File: src/hw/bfw_pkg.sv
package bfw_pkg;

	localparam int DIM_WIDTH = 16;

	// three rotating frame buffers
	localparam int NUM_FRAMES = 3;

	// frame width, height or block counter
	typedef logic [DIM_WIDTH-1:0] dim_t;

	typedef logic [1:0] frame_idx_t; // 0 to NUM_FRAMES-1

	typedef enum logic [1:0] {
		IDLE,  // waiting for start_frame
		REQ,   // start pulse for the next block row
		BURST, // beats in flight
		DONE   // frame finished, ready pulse out
	} wr_state_t;

	// width of a burst length field that can hold block_size itself
	function automatic int burst_len_width(input int block_size);
		return $clog2(block_size) + 1;
	endfunction

endpackage
File: src/hw/burst_req_if.sv
interface burst_req_if #(
	parameter int ADDR_WIDTH = 32,
	parameter int BLOCK_SIZE = 8
) ();

	localparam int LEN_WIDTH = bfw_pkg::burst_len_width(BLOCK_SIZE);

	logic                  start; // one-cycle pulse per burst
	logic [ADDR_WIDTH-1:0] addr;  // held until last
	logic [LEN_WIDTH-1:0]  len;   // beats in the burst
	logic                  beat;  // one word written this cycle
	logic                  last;  // final beat of the burst

	// control side requests bursts and watches for the end of each
	modport ctrl (
		output start,
		output addr,
		output len,
		input  last
	);

	modport port (
		input  start,
		input  addr,
		input  len,
		output beat,
		output last
	);

endinterface

File: src/hw/frame_writer_top.sv
module frame_writer_top #(
	parameter int ADDR_WIDTH = 32,
	parameter int DATA_WIDTH = 32,
	parameter int BLOCK_SIZE = 8 // power of two
) (
	input  logic                  clk,
	input  logic                  rst_n,
	input  logic                  start_frame,
	input  bfw_pkg::dim_t         frame_width,
	input  bfw_pkg::dim_t         frame_height,
	input  logic [DATA_WIDTH-1:0] pix_data,
	input  logic                  mem_stall,
	output logic                  pix_take,
	output logic                  mem_we,
	output logic [ADDR_WIDTH-1:0] mem_addr,
	output logic [DATA_WIDTH-1:0] mem_wdata,
	output logic                  frame_ready,
	output logic [ADDR_WIDTH-1:0] base_addr_out,
	output logic                  busy
);

	logic [ADDR_WIDTH-1:0] row_addr;
	logic [ADDR_WIDTH-1:0] frame_base;
	bfw_pkg::dim_t blk_col;
	bfw_pkg::dim_t blk_row;
	bfw_pkg::dim_t pix_row;
	logic frame_done;

	burst_req_if #(
		.ADDR_WIDTH(ADDR_WIDTH),
		.BLOCK_SIZE(BLOCK_SIZE)
	) req_if ();

	assign pix_take = mem_we; // a pixel is used only when it is written

	frame_writer_ctrl #(
		.ADDR_WIDTH(ADDR_WIDTH),
		.BLOCK_SIZE(BLOCK_SIZE)
	) frame_writer_ctrl_inst (
		.clk          (clk),
		.rst_n        (rst_n),
		.start_frame  (start_frame),
		.frame_width  (frame_width),
		.frame_height (frame_height),
		.req          (req_if.ctrl),
		.row_addr     (row_addr),
		.blk_col      (blk_col),
		.blk_row      (blk_row),
		.pix_row      (pix_row),
		.frame_done   (frame_done),
		.busy         (busy)
	);

	block_addr_gen #(
		.ADDR_WIDTH(ADDR_WIDTH),
		.BLOCK_SIZE(BLOCK_SIZE)
	) block_addr_gen_inst (
		.clk         (clk),
		.rst_n       (rst_n),
		.frame_width (frame_width),
		.blk_col     (blk_col),
		.blk_row     (blk_row),
		.pix_row     (pix_row),
		.frame_base  (frame_base),
		.row_addr    (row_addr)
	);

	frame_buf_rotator #(
		.ADDR_WIDTH(ADDR_WIDTH)
	) frame_buf_rotator_inst (
		.clk           (clk),
		.rst_n         (rst_n),
		.start_frame   (start_frame),
		.frame_width   (frame_width),
		.frame_height  (frame_height),
		.busy          (busy),
		.frame_done    (frame_done),
		.frame_base    (frame_base),
		.frame_ready   (frame_ready),
		.base_addr_out (base_addr_out)
	);

	burst_write_port #(
		.ADDR_WIDTH(ADDR_WIDTH),
		.DATA_WIDTH(DATA_WIDTH),
		.BLOCK_SIZE(BLOCK_SIZE)
	) burst_write_port_inst (
		.clk       (clk),
		.rst_n     (rst_n),
		.req       (req_if.port),
		.mem_stall (mem_stall),
		.pix_data  (pix_data),
		.mem_we    (mem_we),
		.mem_addr  (mem_addr),
		.mem_wdata (mem_wdata)
	);

endmodule

File: src/hw/burst_write_port.sv
module burst_write_port #(
	parameter int ADDR_WIDTH = 32,
	parameter int DATA_WIDTH = 32,
	parameter int BLOCK_SIZE = 8
) (
	input  logic                  clk,
	input  logic                  rst_n,
	burst_req_if.port             req,
	input  logic                  mem_stall,
	input  logic [DATA_WIDTH-1:0] pix_data,
	output logic                  mem_we,
	output logic [ADDR_WIDTH-1:0] mem_addr,
	output logic [DATA_WIDTH-1:0] mem_wdata
);

	localparam int LEN_WIDTH = bfw_pkg::burst_len_width(BLOCK_SIZE);
	localparam logic [LEN_WIDTH-1:0] LEN_ONE = LEN_WIDTH'(1);

	logic                  active_q; // burst in progress
	logic [ADDR_WIDTH-1:0] addr_q;
	logic [LEN_WIDTH-1:0]  left_q;   // beats still to write

	// a stalled cycle neither writes nor takes a pixel
	assign req.beat = active_q && !mem_stall;
	assign req.last = req.beat && (left_q == LEN_ONE);

	assign mem_we    = req.beat;
	assign mem_addr  = addr_q;
	assign mem_wdata = pix_data; // straight through, same cycle

	always_ff @(posedge clk or negedge rst_n) begin
		if (!rst_n) begin
			active_q <= 1'b0;
			left_q   <= '0;
		end else if (req.start) begin
			active_q <= 1'b1;
			left_q   <= req.len;
		end else if (req.beat) begin
			left_q <= left_q - LEN_ONE;
			if (req.last) begin
				active_q <= 1'b0;
			end
		end
	end

	// write address, one word per accepted beat
	always_ff @(posedge clk) begin
		if (req.start) begin
			addr_q <= req.addr;
		end else if (req.beat) begin
			addr_q <= addr_q + 1'b1;
		end
	end

endmodule

File: src/hw/frame_buf_rotator.sv
module frame_buf_rotator #(
	parameter int ADDR_WIDTH = 32
) (
	input  logic                  clk,
	input  logic                  rst_n,
	input  logic                  start_frame,
	input  bfw_pkg::dim_t         frame_width,
	input  bfw_pkg::dim_t         frame_height,
	input  logic                  busy,
	input  logic                  frame_done,
	output logic [ADDR_WIDTH-1:0] frame_base,
	output logic                  frame_ready,
	output logic [ADDR_WIDTH-1:0] base_addr_out
);

	bfw_pkg::frame_idx_t idx_q;
	logic [ADDR_WIDTH-1:0] pix_count; // pixels per frame
	logic [ADDR_WIDTH-1:0] base_live;
	logic [ADDR_WIDTH-1:0] base_q;
	logic last_idx;

	assign pix_count = ADDR_WIDTH'(frame_width) * ADDR_WIDTH'(frame_height);
	assign base_live = ADDR_WIDTH'(idx_q) * pix_count;
	assign last_idx  = (idx_q == bfw_pkg::frame_idx_t'(bfw_pkg::NUM_FRAMES - 1));

	// while idle the address generator sees the base of the coming frame
	assign frame_base = busy ? base_q : base_live;

	always_ff @(posedge clk or negedge rst_n) begin
		if (!rst_n) begin
			idx_q         <= '0;
			base_q        <= '0;
			frame_ready   <= 1'b0;
			base_addr_out <= '0;
		end else begin
			frame_ready <= frame_done;
			if (start_frame && !busy) begin
				base_q <= base_live;
			end
			if (frame_done) begin
				base_addr_out <= base_q;
				idx_q         <= last_idx ? '0 : idx_q + 1'b1;
			end
		end
	end

endmodule

File: src/hw/block_addr_gen.sv
module block_addr_gen #(
	parameter int ADDR_WIDTH = 32,
	parameter int BLOCK_SIZE = 8
) (
	input  logic                  clk,
	input  logic                  rst_n,
	input  bfw_pkg::dim_t         frame_width,
	input  bfw_pkg::dim_t         blk_col,
	input  bfw_pkg::dim_t         blk_row,
	input  bfw_pkg::dim_t         pix_row,
	input  logic [ADDR_WIDTH-1:0] frame_base,
	output logic [ADDR_WIDTH-1:0] row_addr
);

	localparam int BLK_SHIFT = $clog2(BLOCK_SIZE);

	bfw_pkg::dim_t line_idx; // raster line within the frame
	bfw_pkg::dim_t col_idx;  // first column of the block
	logic [ADDR_WIDTH-1:0] line_off;
	logic [ADDR_WIDTH-1:0] addr_d;

	assign line_idx = (blk_row << BLK_SHIFT) + pix_row;
	assign col_idx  = blk_col << BLK_SHIFT;

	// only the line offset needs a real multiply
	assign line_off = ADDR_WIDTH'(line_idx) * ADDR_WIDTH'(frame_width);
	assign addr_d   = frame_base + line_off + ADDR_WIDTH'(col_idx);

	always_ff @(posedge clk or negedge rst_n) begin
		if (!rst_n) begin
			row_addr <= '0;
		end else begin
			row_addr <= addr_d; // follows the counters every cycle
		end
	end

endmodule

File: src/hw/frame_writer_ctrl.sv
module frame_writer_ctrl #(
	parameter int ADDR_WIDTH = 32,
	parameter int BLOCK_SIZE = 8
) (
	input  logic                  clk,
	input  logic                  rst_n,
	input  logic                  start_frame,
	input  bfw_pkg::dim_t         frame_width,
	input  bfw_pkg::dim_t         frame_height,
	burst_req_if.ctrl             req,
	input  logic [ADDR_WIDTH-1:0] row_addr,
	output bfw_pkg::dim_t         blk_col,
	output bfw_pkg::dim_t         blk_row,
	output bfw_pkg::dim_t         pix_row,
	output logic                  frame_done,
	output logic                  busy
);

	localparam int BLK_SHIFT = $clog2(BLOCK_SIZE);
	localparam int LEN_WIDTH = bfw_pkg::burst_len_width(BLOCK_SIZE);
	localparam bfw_pkg::dim_t DIM_ONE = bfw_pkg::dim_t'(1);

	bfw_pkg::wr_state_t state_q;
	bfw_pkg::wr_state_t state_d;
	bfw_pkg::dim_t cols_q; // frame size in blocks
	bfw_pkg::dim_t rows_q;
	bfw_pkg::dim_t col_q;
	bfw_pkg::dim_t col_d;
	bfw_pkg::dim_t row_q;
	bfw_pkg::dim_t row_d;
	bfw_pkg::dim_t line_q; // pixel row inside the block
	bfw_pkg::dim_t line_d;
	logic row_end;
	logic col_end;
	logic frame_end;

	assign row_end   = (line_q == bfw_pkg::dim_t'(BLOCK_SIZE - 1));
	assign col_end   = (col_q == cols_q - DIM_ONE);
	assign frame_end = row_end && col_end && (row_q == rows_q - DIM_ONE);

	// next counter values go out, so the address register
	// lines up with the counters in the start cycle
	assign blk_col = col_d;
	assign blk_row = row_d;
	assign pix_row = line_d;

	assign req.start = (state_q == bfw_pkg::REQ);
	assign req.addr  = row_addr;
	assign req.len   = LEN_WIDTH'(BLOCK_SIZE);
	assign busy      = (state_q != bfw_pkg::IDLE);

	always_comb begin
		state_d    = state_q;
		col_d      = col_q;
		row_d      = row_q;
		line_d     = line_q;
		frame_done = 1'b0;
		case (state_q)
			bfw_pkg::IDLE: begin
				if (start_frame) begin
					state_d = bfw_pkg::REQ;
				end
			end
			bfw_pkg::REQ: begin
				state_d = bfw_pkg::BURST;
			end
			bfw_pkg::BURST: begin
				if (req.last) begin
					state_d    = frame_end ? bfw_pkg::DONE : bfw_pkg::REQ;
					frame_done = frame_end;
					line_d     = row_end ? '0 : line_q + DIM_ONE;
					if (row_end) begin
						col_d = col_end ? '0 : col_q + DIM_ONE; // next block across
					end
					if (row_end && col_end) begin
						row_d = frame_end ? '0 : row_q + DIM_ONE; // wrap to next block row
					end
				end
			end
			bfw_pkg::DONE: begin
				state_d = bfw_pkg::IDLE;
			end
			default: begin
				state_d = bfw_pkg::IDLE;
			end
		endcase
	end

	always_ff @(posedge clk or negedge rst_n) begin
		if (!rst_n) begin
			state_q <= bfw_pkg::IDLE;
			col_q   <= '0;
			row_q   <= '0;
			line_q  <= '0;
		end else begin
			state_q <= state_d;
			col_q   <= col_d;
			row_q   <= row_d;
			line_q  <= line_d;
		end
	end

	// frame size taken once per frame
	always_ff @(posedge clk) begin
		if (state_q == bfw_pkg::IDLE && start_frame) begin
			cols_q <= frame_width >> BLK_SHIFT;
			rows_q <= frame_height >> BLK_SHIFT;
		end
	end

endmodule

File: config.mk
export PLATFORM = sky130hd
export DESIGN_NAME = frame_writer_top
export DESIGN_NICKNAME = d
export VERILOG_FILES = /design/src/hw/bfw_pkg.sv /design/src/hw/burst_req_if.sv /design/src/hw/frame_writer_top.sv /design/src/hw/burst_write_port.sv /design/src/hw/frame_buf_rotator.sv /design/src/hw/block_addr_gen.sv /design/src/hw/frame_writer_ctrl.sv
export SDC_FILE = /design/constraint.sdc
export NUM_CORES = 2
export LEC_CHECK = 0
export ABC_AREA = 0
export BUFFER_PORTS_ARGS = -buffer_cell sky130_fd_sc_hd__buf_2
export CAP_MARGIN = 15
export CORE_MARGIN = 4
export CORE_UTILIZATION = 51
export CTS_CLUSTER_DIAMETER = 50
export CTS_CLUSTER_SIZE = 8
export DETAILED_ROUTE_END_ITERATION = 7
export GPL_TIMING_DRIVEN = 0
export PLACE_DENSITY = 0.76
export SLEW_MARGIN = 20
export SYNTH_ARGS = -nofsm -noshare
export SYNTH_HDL_FRONTEND = slang
export SYNTH_SLANG_ARGS = --single-unit
File: constraint.sdc
create_clock -name clk -period 25 [get_ports clk]
set_input_delay 0 -clock clk [delete_from_list [all_inputs] [get_ports clk]]
set_output_delay 0 -clock clk [all_outputs]
set_load 0.02 [all_outputs]
# [After elaboration in Yosys (flattened, before gate mapping)]
# Cells that the tools add are included.
[word_totals] ff_bits=212 latch_bits=0 ram_bits=0 mem_bits_ro=0 inputBits=68 out_inout_bits=100 mem_count=0
[classes] addsub=11 multipliers=3 n_div=0 n_lt_le_gt_ge=0 n_eq_ne=10 shift=0 mux=26 bitwise_logic=0 n_reduce_logical=16
[op_table] operator="32-bit 2-to-1 mux" n=3
[op_table] operator="16-bit 2-to-1 mux" n=5
[op_table] operator="13-bit 2-to-1 mux" n=6
[op_table] operator="16-bit by 16-bit multiplier with 32-bit output" n=2
[op_table] operator="16-bit by 1-bit adder with 16-bit output, second input constant" n=3
[op_table] operator="32-bit by 1-bit adder with 32-bit output, second input constant" n=1
[op_table] operator="32-bit by 16-bit adder with 32-bit output" n=1
[op_table] operator="32-bit adder" n=1
[op_table] operator="16-bit equality test" n=2
[op_table] operator="2-bit by 32-bit multiplier with 32-bit output" n=1
[op_table] operator="13-bit by 1-bit subtractor with 14-bit output, second input constant" n=2
[op_table] operator="16-bit adder" n=1
[op_table] operator="16-bit by 3-bit equality test with 1-bit output, second input constant" n=1
[op_table] operator="2-bit 2-to-1 mux" n=4
[op_table] operator="4-bit 2-to-1 mux" n=2
[op_table] operator="2-bit case mux with 4 select lines" n=1
[op_table] operator="2-bit equality test, second input constant" n=3
[op_table] operator="1-bit logical AND" n=6
[op_table] operator="3-bit AND reduction" n=2
[op_table] operator="2-bit nonzero test" n=3
[op_table] operator="1-bit 2-to-1 mux" n=5
[op_table] operator="4-bit by 1-bit equality test with 1-bit output, second input constant" n=1
[op_table] operator="2-bit AND reduction" n=2
[op_table] operator="4-bit by 1-bit subtractor with 4-bit output, second input constant" n=1
[op_table] operator="6 further kinds" n=7

# [Logic depth before layout (Yosys ltp)]
[depth] word_depth=12 mapped_depth=50

# [Hierarchy]
# A second synthesis with hierarchy kept.
[unflattened] hier_cells=3539 area_unflattened_um2=31798.0
[modules_own_cells] mod="frame_buf_rotator" instances=1 cells_per_inst=1489 area_each_um2=13071.3 seq_area_each_um2=1676.6
[modules_own_cells] mod="block_addr_gen" instances=1 cells_per_inst=1281 area_each_um2=11504.8 seq_area_each_um2=800.8
[modules_own_cells] mod="frame_writer_ctrl" instances=1 cells_per_inst=502 area_each_um2=4745.8 seq_area_each_um2=2031.9
[modules_own_cells] mod="burst_write_port" instances=1 cells_per_inst=266 area_each_um2=2468.6 seq_area_each_um2=1086.0
[modules_own_cells] mod="frame_writer_top" instances=1 cells_per_inst=1 area_each_um2=7.5 seq_area_each_um2=0.0

# [Least setup slack after synthesis]
# Ideal clock, no wire load.
[synth_timing] path_type="input to register" start="input frame_width[7]" end="register block_addr_gen_inst.row_addr[30]" setup_ns=0.080 arrival_time_ns=10.682 t_required_ns=24.920 slack_ns=14.238 cell_stages=46 n_path_buf=2 path_cell_list="clkbuf_1 -> and2_1 -> fa_1 -> inv_1 -> fa_1 -> inv_1 -> ha_1 -> fa_1 -> fa_1 -> inv_1 -> fa_1 -> inv_1 -> ha_1 -> or2_2 -> o22a_1 -> o21a_1 -> a21o_1 -> a21oi_1 -> (+10 left out) -> fa_1 -> inv_1 -> fa_1 -> inv_1 -> fa_1 -> fa_1 -> inv_1 -> fa_1 -> inv_1 -> ha_1 -> and3_1 -> a221o_1 -> a21o_1 -> a31o_2 -> a221o_1 -> a31o_2 -> a21oi_1 -> xnor2_1"
[synth_between] elab_chain_len=5 word_cells_on_any_way=6
[synth_lines] item="start: declaration" line="frame_writer_top.sv:9" source="input bfw_pkg::dim_t frame_width,"
[synth_lines] item="16-bit by 16-bit multiplier with 32-bit output" line="frame_buf_rotator.sv:22" source="assign pix_count = ADDR_WIDTH'(frame_width) * ADDR_WIDTH'(frame_height);"
[synth_lines] item="2-bit by 32-bit multiplier with 32-bit output" line="frame_buf_rotator.sv:23" source="assign base_live = ADDR_WIDTH'(idx_q) * pix_count;"
[synth_lines] item="32-bit 2-to-1 mux" line="frame_buf_rotator.sv:27" source="assign frame_base = busy ? base_q : base_live;"
[synth_lines] item="32-bit adder *" line="block_addr_gen.sv:27" source="assign addr_d = frame_base + line_off + ADDR_WIDTH'(col_idx);"
[synth_lines] item="32-bit by 16-bit adder with 32-bit output *" line="block_addr_gen.sv:27"
[synth_lines] item="named net block_addr_gen_inst.addr_d[30]" line="block_addr_gen.sv:20" source="logic [ADDR_WIDTH-1:0] addr_d;"
[synth_lines] item="end signal: assignment" line="block_addr_gen.sv:33" source="row_addr <= addr_d;"
[synth_lines] item="end: declaration" line="block_addr_gen.sv:12" source="output logic [ADDR_WIDTH-1:0] row_addr"
# Mark *: on every way through the listed nets, which the timed path passes. The rest lies on a longest branch.
# A chain may end at the register's enable or synchronous reset.

# [Worst setup path after layout]
[layout_timing] start="input frame_width[7]" end="register block_addr_gen_inst.row_addr[31]"
# The elaborated chain is that of the path after synthesis.

==> flow_summary_export.csv <==
group,metric,value,unit
timing,hold_viol_final,0,
clocking,cts.sinks,212,
worst_setup_path,crit_path_top_delay_cell,"clkbuf_1",
timing,fin_crit,13.30,ns
clocking,cts_buffers,35,
logic_synthesis,syn-cell-area,0.03041,mm²
worst_setup_path,cp-end-kind,"register",
route,drt_iter0_drc,1962,
worst_setup_path,reg2reg_to,"block_addr_gen_inst.row_addr[31]",
logic_synthesis,synthCells,3388,
die,rows,89,
die,core_area,0.05902,mm²
worst_setup_path,cp.arrival,13.71,ns
power_and_ir_drop,peakVddDrop,0.3551,mV
route,first_pass_iters,5,
timing,finClkSkew,0.03813,ns
worst_setup_path,r2r_slack,12.57,ns
worst_setup_path,setup.worst_path.start_class,"input pin",
timing,maxSlewViolCount,0,
worst_setup_path,slowest_delay,0.86,ns
finish,seqCellArea,0.005595,mm²
timing,setup_tns,0,ns
route,route.vias.total,24420,
worst_setup_path,path_max_fanout,10,
route,drt.antenna.violating_nets,0,
power_and_ir_drop,powerDensity,89.21,mW/mm²
worst_setup_path,crit_top_cell,"fa_1",
power_and_ir_drop,total_power,2.982,mW
timing,rsz0062_at_grt,"false",
min_path,hold_class,"input pin to register",
logic_synthesis,syn_area_per_cell,8.977,µm²
route,route.detailed.drc,0,
route,viasPerCell,5.572,
logic_synthesis,yosysWarnings,0,
clocking,ctsLongestPathBuffers,3,
grt,grt_antenna_before_repair,7,
die,start_util,0.5153,
grt,grt_pass1_wl,135.9,mm
timing,finalCritPeriodShare,0.5320,
clocking,root_buffer,"clkbuf_16",
route,wl_per_cell,19.94,µm
worst_setup_path,r2r_cells,39,
logic_synthesis,async_flop_share,0.7264,
die,dieArea,0.06360,mm²
route,routed_wl,87.41,mm
timing,max_slew.worst_pin.slew,1.171,ns
logic_synthesis,synth_ff_type,"dfrtp_1",
logic_synthesis,synth-seq-cells,212,
min_path,worstHoldEndpoint,"frame_buf_rotator_inst.base_q[0]",
finish,multi_input_area,0.02187,mm²
placed_design,hpwl,71.14,mm
timing,max_clock_freq,75.19,MHz
die,fp.dieW,252.2,µm
logic_synthesis,syn_nets,4144,
min_path,hold_depth,3,
clocking,htreeDepth,2,
placed_design,place_congestion,1.004,
worst_setup_path,reg2reg_from,"frame_writer_ctrl_inst.cols_q[2]",
logic_synthesis,synth_edf_count,58,
min_path,hold_start,"frame_width[0]",
grt,grt_overflow,0,
clocking,cts_tree,"built",
finish,nets,4345,
finish,fillCellCount,5206,
grt,grt_usage,0.2733,
grt,grt_pass1_vias,24900,
job,cap_violations,0,
die,die_h,252.2,µm
worst_setup_path,worst-endpoint-required,25.42,ns
logic_synthesis,ys_seq_area_frac,0.1840,
power_and_ir_drop,total_leakage_power,16.66,nW
finish,drive_gt1_frac,0.07456,
die,io_pins,168,
logic_synthesis,synth_cell_types,82,
worst_setup_path,critPathKind,"input pin to register",
outcome,status,"finished, final reports clean",
timing,setup_viol,0,
placed_design,io_buffers,135,
finish,syn_to_final_growth,9.890,%
clocking,clkTransAtPathRegs,0.05,ns
clocking,worstSkewPairLatency,0.54,ns
grt,grt_max_degree,85,
timing,max-slew-margin-rel,0.2112,
-- state kept, by name (all words and copies together), names as in the netlist, 2 cells and up --
| register | count |
|---|---|
| block_addr_gen_inst.row_addr | 32 |
| burst_write_port_inst.left_q | 4 |
| burst_write_port_inst.mem_addr | 32 |
| frame_buf_rotator_inst.base_addr_out | 32 |
| frame_buf_rotator_inst.base_q | 32 |
| frame_buf_rotator_inst.idx_q | 2 |
| frame_writer_ctrl_inst.col_q | 16 |
| frame_writer_ctrl_inst.cols_q | 13 |
| frame_writer_ctrl_inst.line_q | 16 |
| frame_writer_ctrl_inst.row_q | 16 |
| frame_writer_ctrl_inst.rows_q | 13 |
| frame_writer_ctrl_inst.state_q | 2 |
-- cells in the mapped netlist, drive strengths merged (6+ instances only) --
library cell | instances | area (µm²)
nor3 | 25 | 140.1
o211ai | 11 | 82.58
dfrtp | 154 | 3854
a21oi | 86 | 430.4
mux2 | 6 | 67.56
o21bai | 15 | 112.6
o21ai | 146 | 730.7
nor2 | 100 | 377.9
nand4 | 21 | 131.4
ha | 254 | 3178
o31ai | 9 | 67.56
nand2b | 24 | 150.1
nor4 | 18 | 133.9
buf | 42 | 296.5
a21boi | 13 | 135.1
mux2i | 6 | 60.06
nand2 | 512 | 1922
nand3 | 36 | 180.2
nor2b | 11 | 68.82
xor2 | 67 | 586.8
edfxtp | 58 | 1742
inv | 589 | 2211
o21a | 9 | 67.56
a21o | 48 | 360.4
clkbuf | 119 | 446.7
a31oi | 13 | 81.33
nor4b | 6 | 67.56
a211oi | 14 | 105.1
and2 | 294 | 1839
nor3b | 16 | 125.1
and3 | 26 | 162.7
fa | 434 | 8688
xnor2 | 120 | 1051
or3 | 10 | 67.56
or2 | 9 | 56.31
-- kinds of logic (layout without fill, tap and decap cells) --
logic type,after synthesis,after routing,synth area share
compound gates,406,406,0.08442
xor+xnor,188,188,0.05463
fa+ha+maj,688,688,0.3902
buf+inv,751,971,0.09726
flops,212,212,0.1840
mux,12,12,0.004196
other cells,0,2,0
simple gates,1131,1131,0.1853
-- worst max-delay path: cells and delay by family --
kind                       cells  cell delay, ns
and+or+nand+nor                5            1.10
xor gates and xnor gates       4            0.77
adders and majority gates     14            5.67
buffers and inverters         12            2.35
AOI/OAI and AO/OA             13            3.82
-- cell usage in the layout (no fill, tap or decap), types with 10 or more instances in the layout --
| master | count |
|---|---|
| buf_4 | 34 |
| nor2b_1 | 11 |
| dlygate4sd3_1 | 28 |
| dfrtp_1 | 154 |
| and3_1 | 26 |
| a21oi_1 | 86 |
| inv_1 | 587 |
| a31oi_1 | 13 |
| nand2_1 | 511 |
| nand2b_1 | 24 |
| xnor2_1 | 120 |
| nor4_1 | 14 |
| a21boi_2 | 10 |
| nand4_1 | 21 |
| a211oi_1 | 14 |
| o21bai_1 | 15 |
| nor3b_1 | 15 |
| edfxtp_1 | 58 |
| fa_1 | 434 |
| o211ai_1 | 11 |
| and2_1 | 294 |
| nor3_1 | 22 |
| buf_2 | 137 |
| clkbuf_1 | 133 |
| ha_1 | 254 |
| nor2_1 | 99 |
| clkbuf_16 | 35 |
| a21o_1 | 48 |
| xor2_1 | 67 |
| nand3_1 | 36 |
| o21ai_0 | 142 |
-- power by group --
group | switching [mW] | internal (mW) | total (mW)
logic | 1.23 | 0.818 | 2.04
registers | 0.0557 | 0.442 | 0.498
clock network | 0.167 | 0.272 | 0.439
total | 1.45 | 1.53 | 2.98
-- worst max path at each step --
| stage | from | end | slack (ns) |
|---|---|---|---|
| 2_1_floorplan | frame_width[7] | block_addr_gen_inst.row_addr[30] | 14.24 |
| 3_3_place_gp | frame_width[7] | block_addr_gen_inst.row_addr[31] | 12.07 |
| 3_5_place_dp | frame_width[7] | block_addr_gen_inst.row_addr[31] | 11.95 |
| 4_1_cts | frame_width[7] | block_addr_gen_inst.row_addr[31] | 11.93 |
| 5_1_grt | frame_width[7] | block_addr_gen_inst.row_addr[31] | 11.12 |
| 6_report | frame_width[7] | block_addr_gen_inst.row_addr[31] | 11.70 |
-- cell type report --
type                    instances  area share
diodes                          2   0.0001498
plain buffers                 161     0.02224
clock buffers                  50     0.02819
clock inverters                 6    0.002546
inverters                     590     0.06626
multi-input cells            2425      0.6545
flip-flops and latches        212      0.1674
well taps                     773     0.02894
repair buffers                164     0.02973
-- per-stage QoR --
step	hold slack, ns	utilization	worst slack (ns)	area, µm²	cells
after floorplan	-0.2956	-	14.24	30410	3388
after global routing	0.04046	0.5662	11.12	33420	4382
final	0.03734	0.5663	11.70	33420	4383
after CTS	0.008746	0.5660	11.93	33400	4381
after global placement	0.2189	0.5431	12.07	32060	4296
after detailed placement	0.04127	0.5438	11.95	32100	4297
-- layer usage --
| metal | part of all wire | wire length (µm) | track usage | vias up |
|---|---|---|---|---|
| met5 | 0.00015 | 13 | 0 | - |
| met4 | 0.058 | 5069 | 0.1308 | 2 |
| met3 | 0.086 | 7538 | 0.05176 | 277 |
| met2 | 0.47 | 41270 | 0.4487 | 1113 |
| met1 | 0.38 | 33520 | 0.3515 | 12040 |
| li1 | - | - | - | 11000 |
-- what timing repair did --
action / in CTS / in global routing
gates resized for setup: 0 / 0
buffers inserted: 0 / 0
endpoints found under the hold margin: 110 / 0
hold buffers: 28 / 0
No activity file was read; power rests on OpenSTA's default activity.
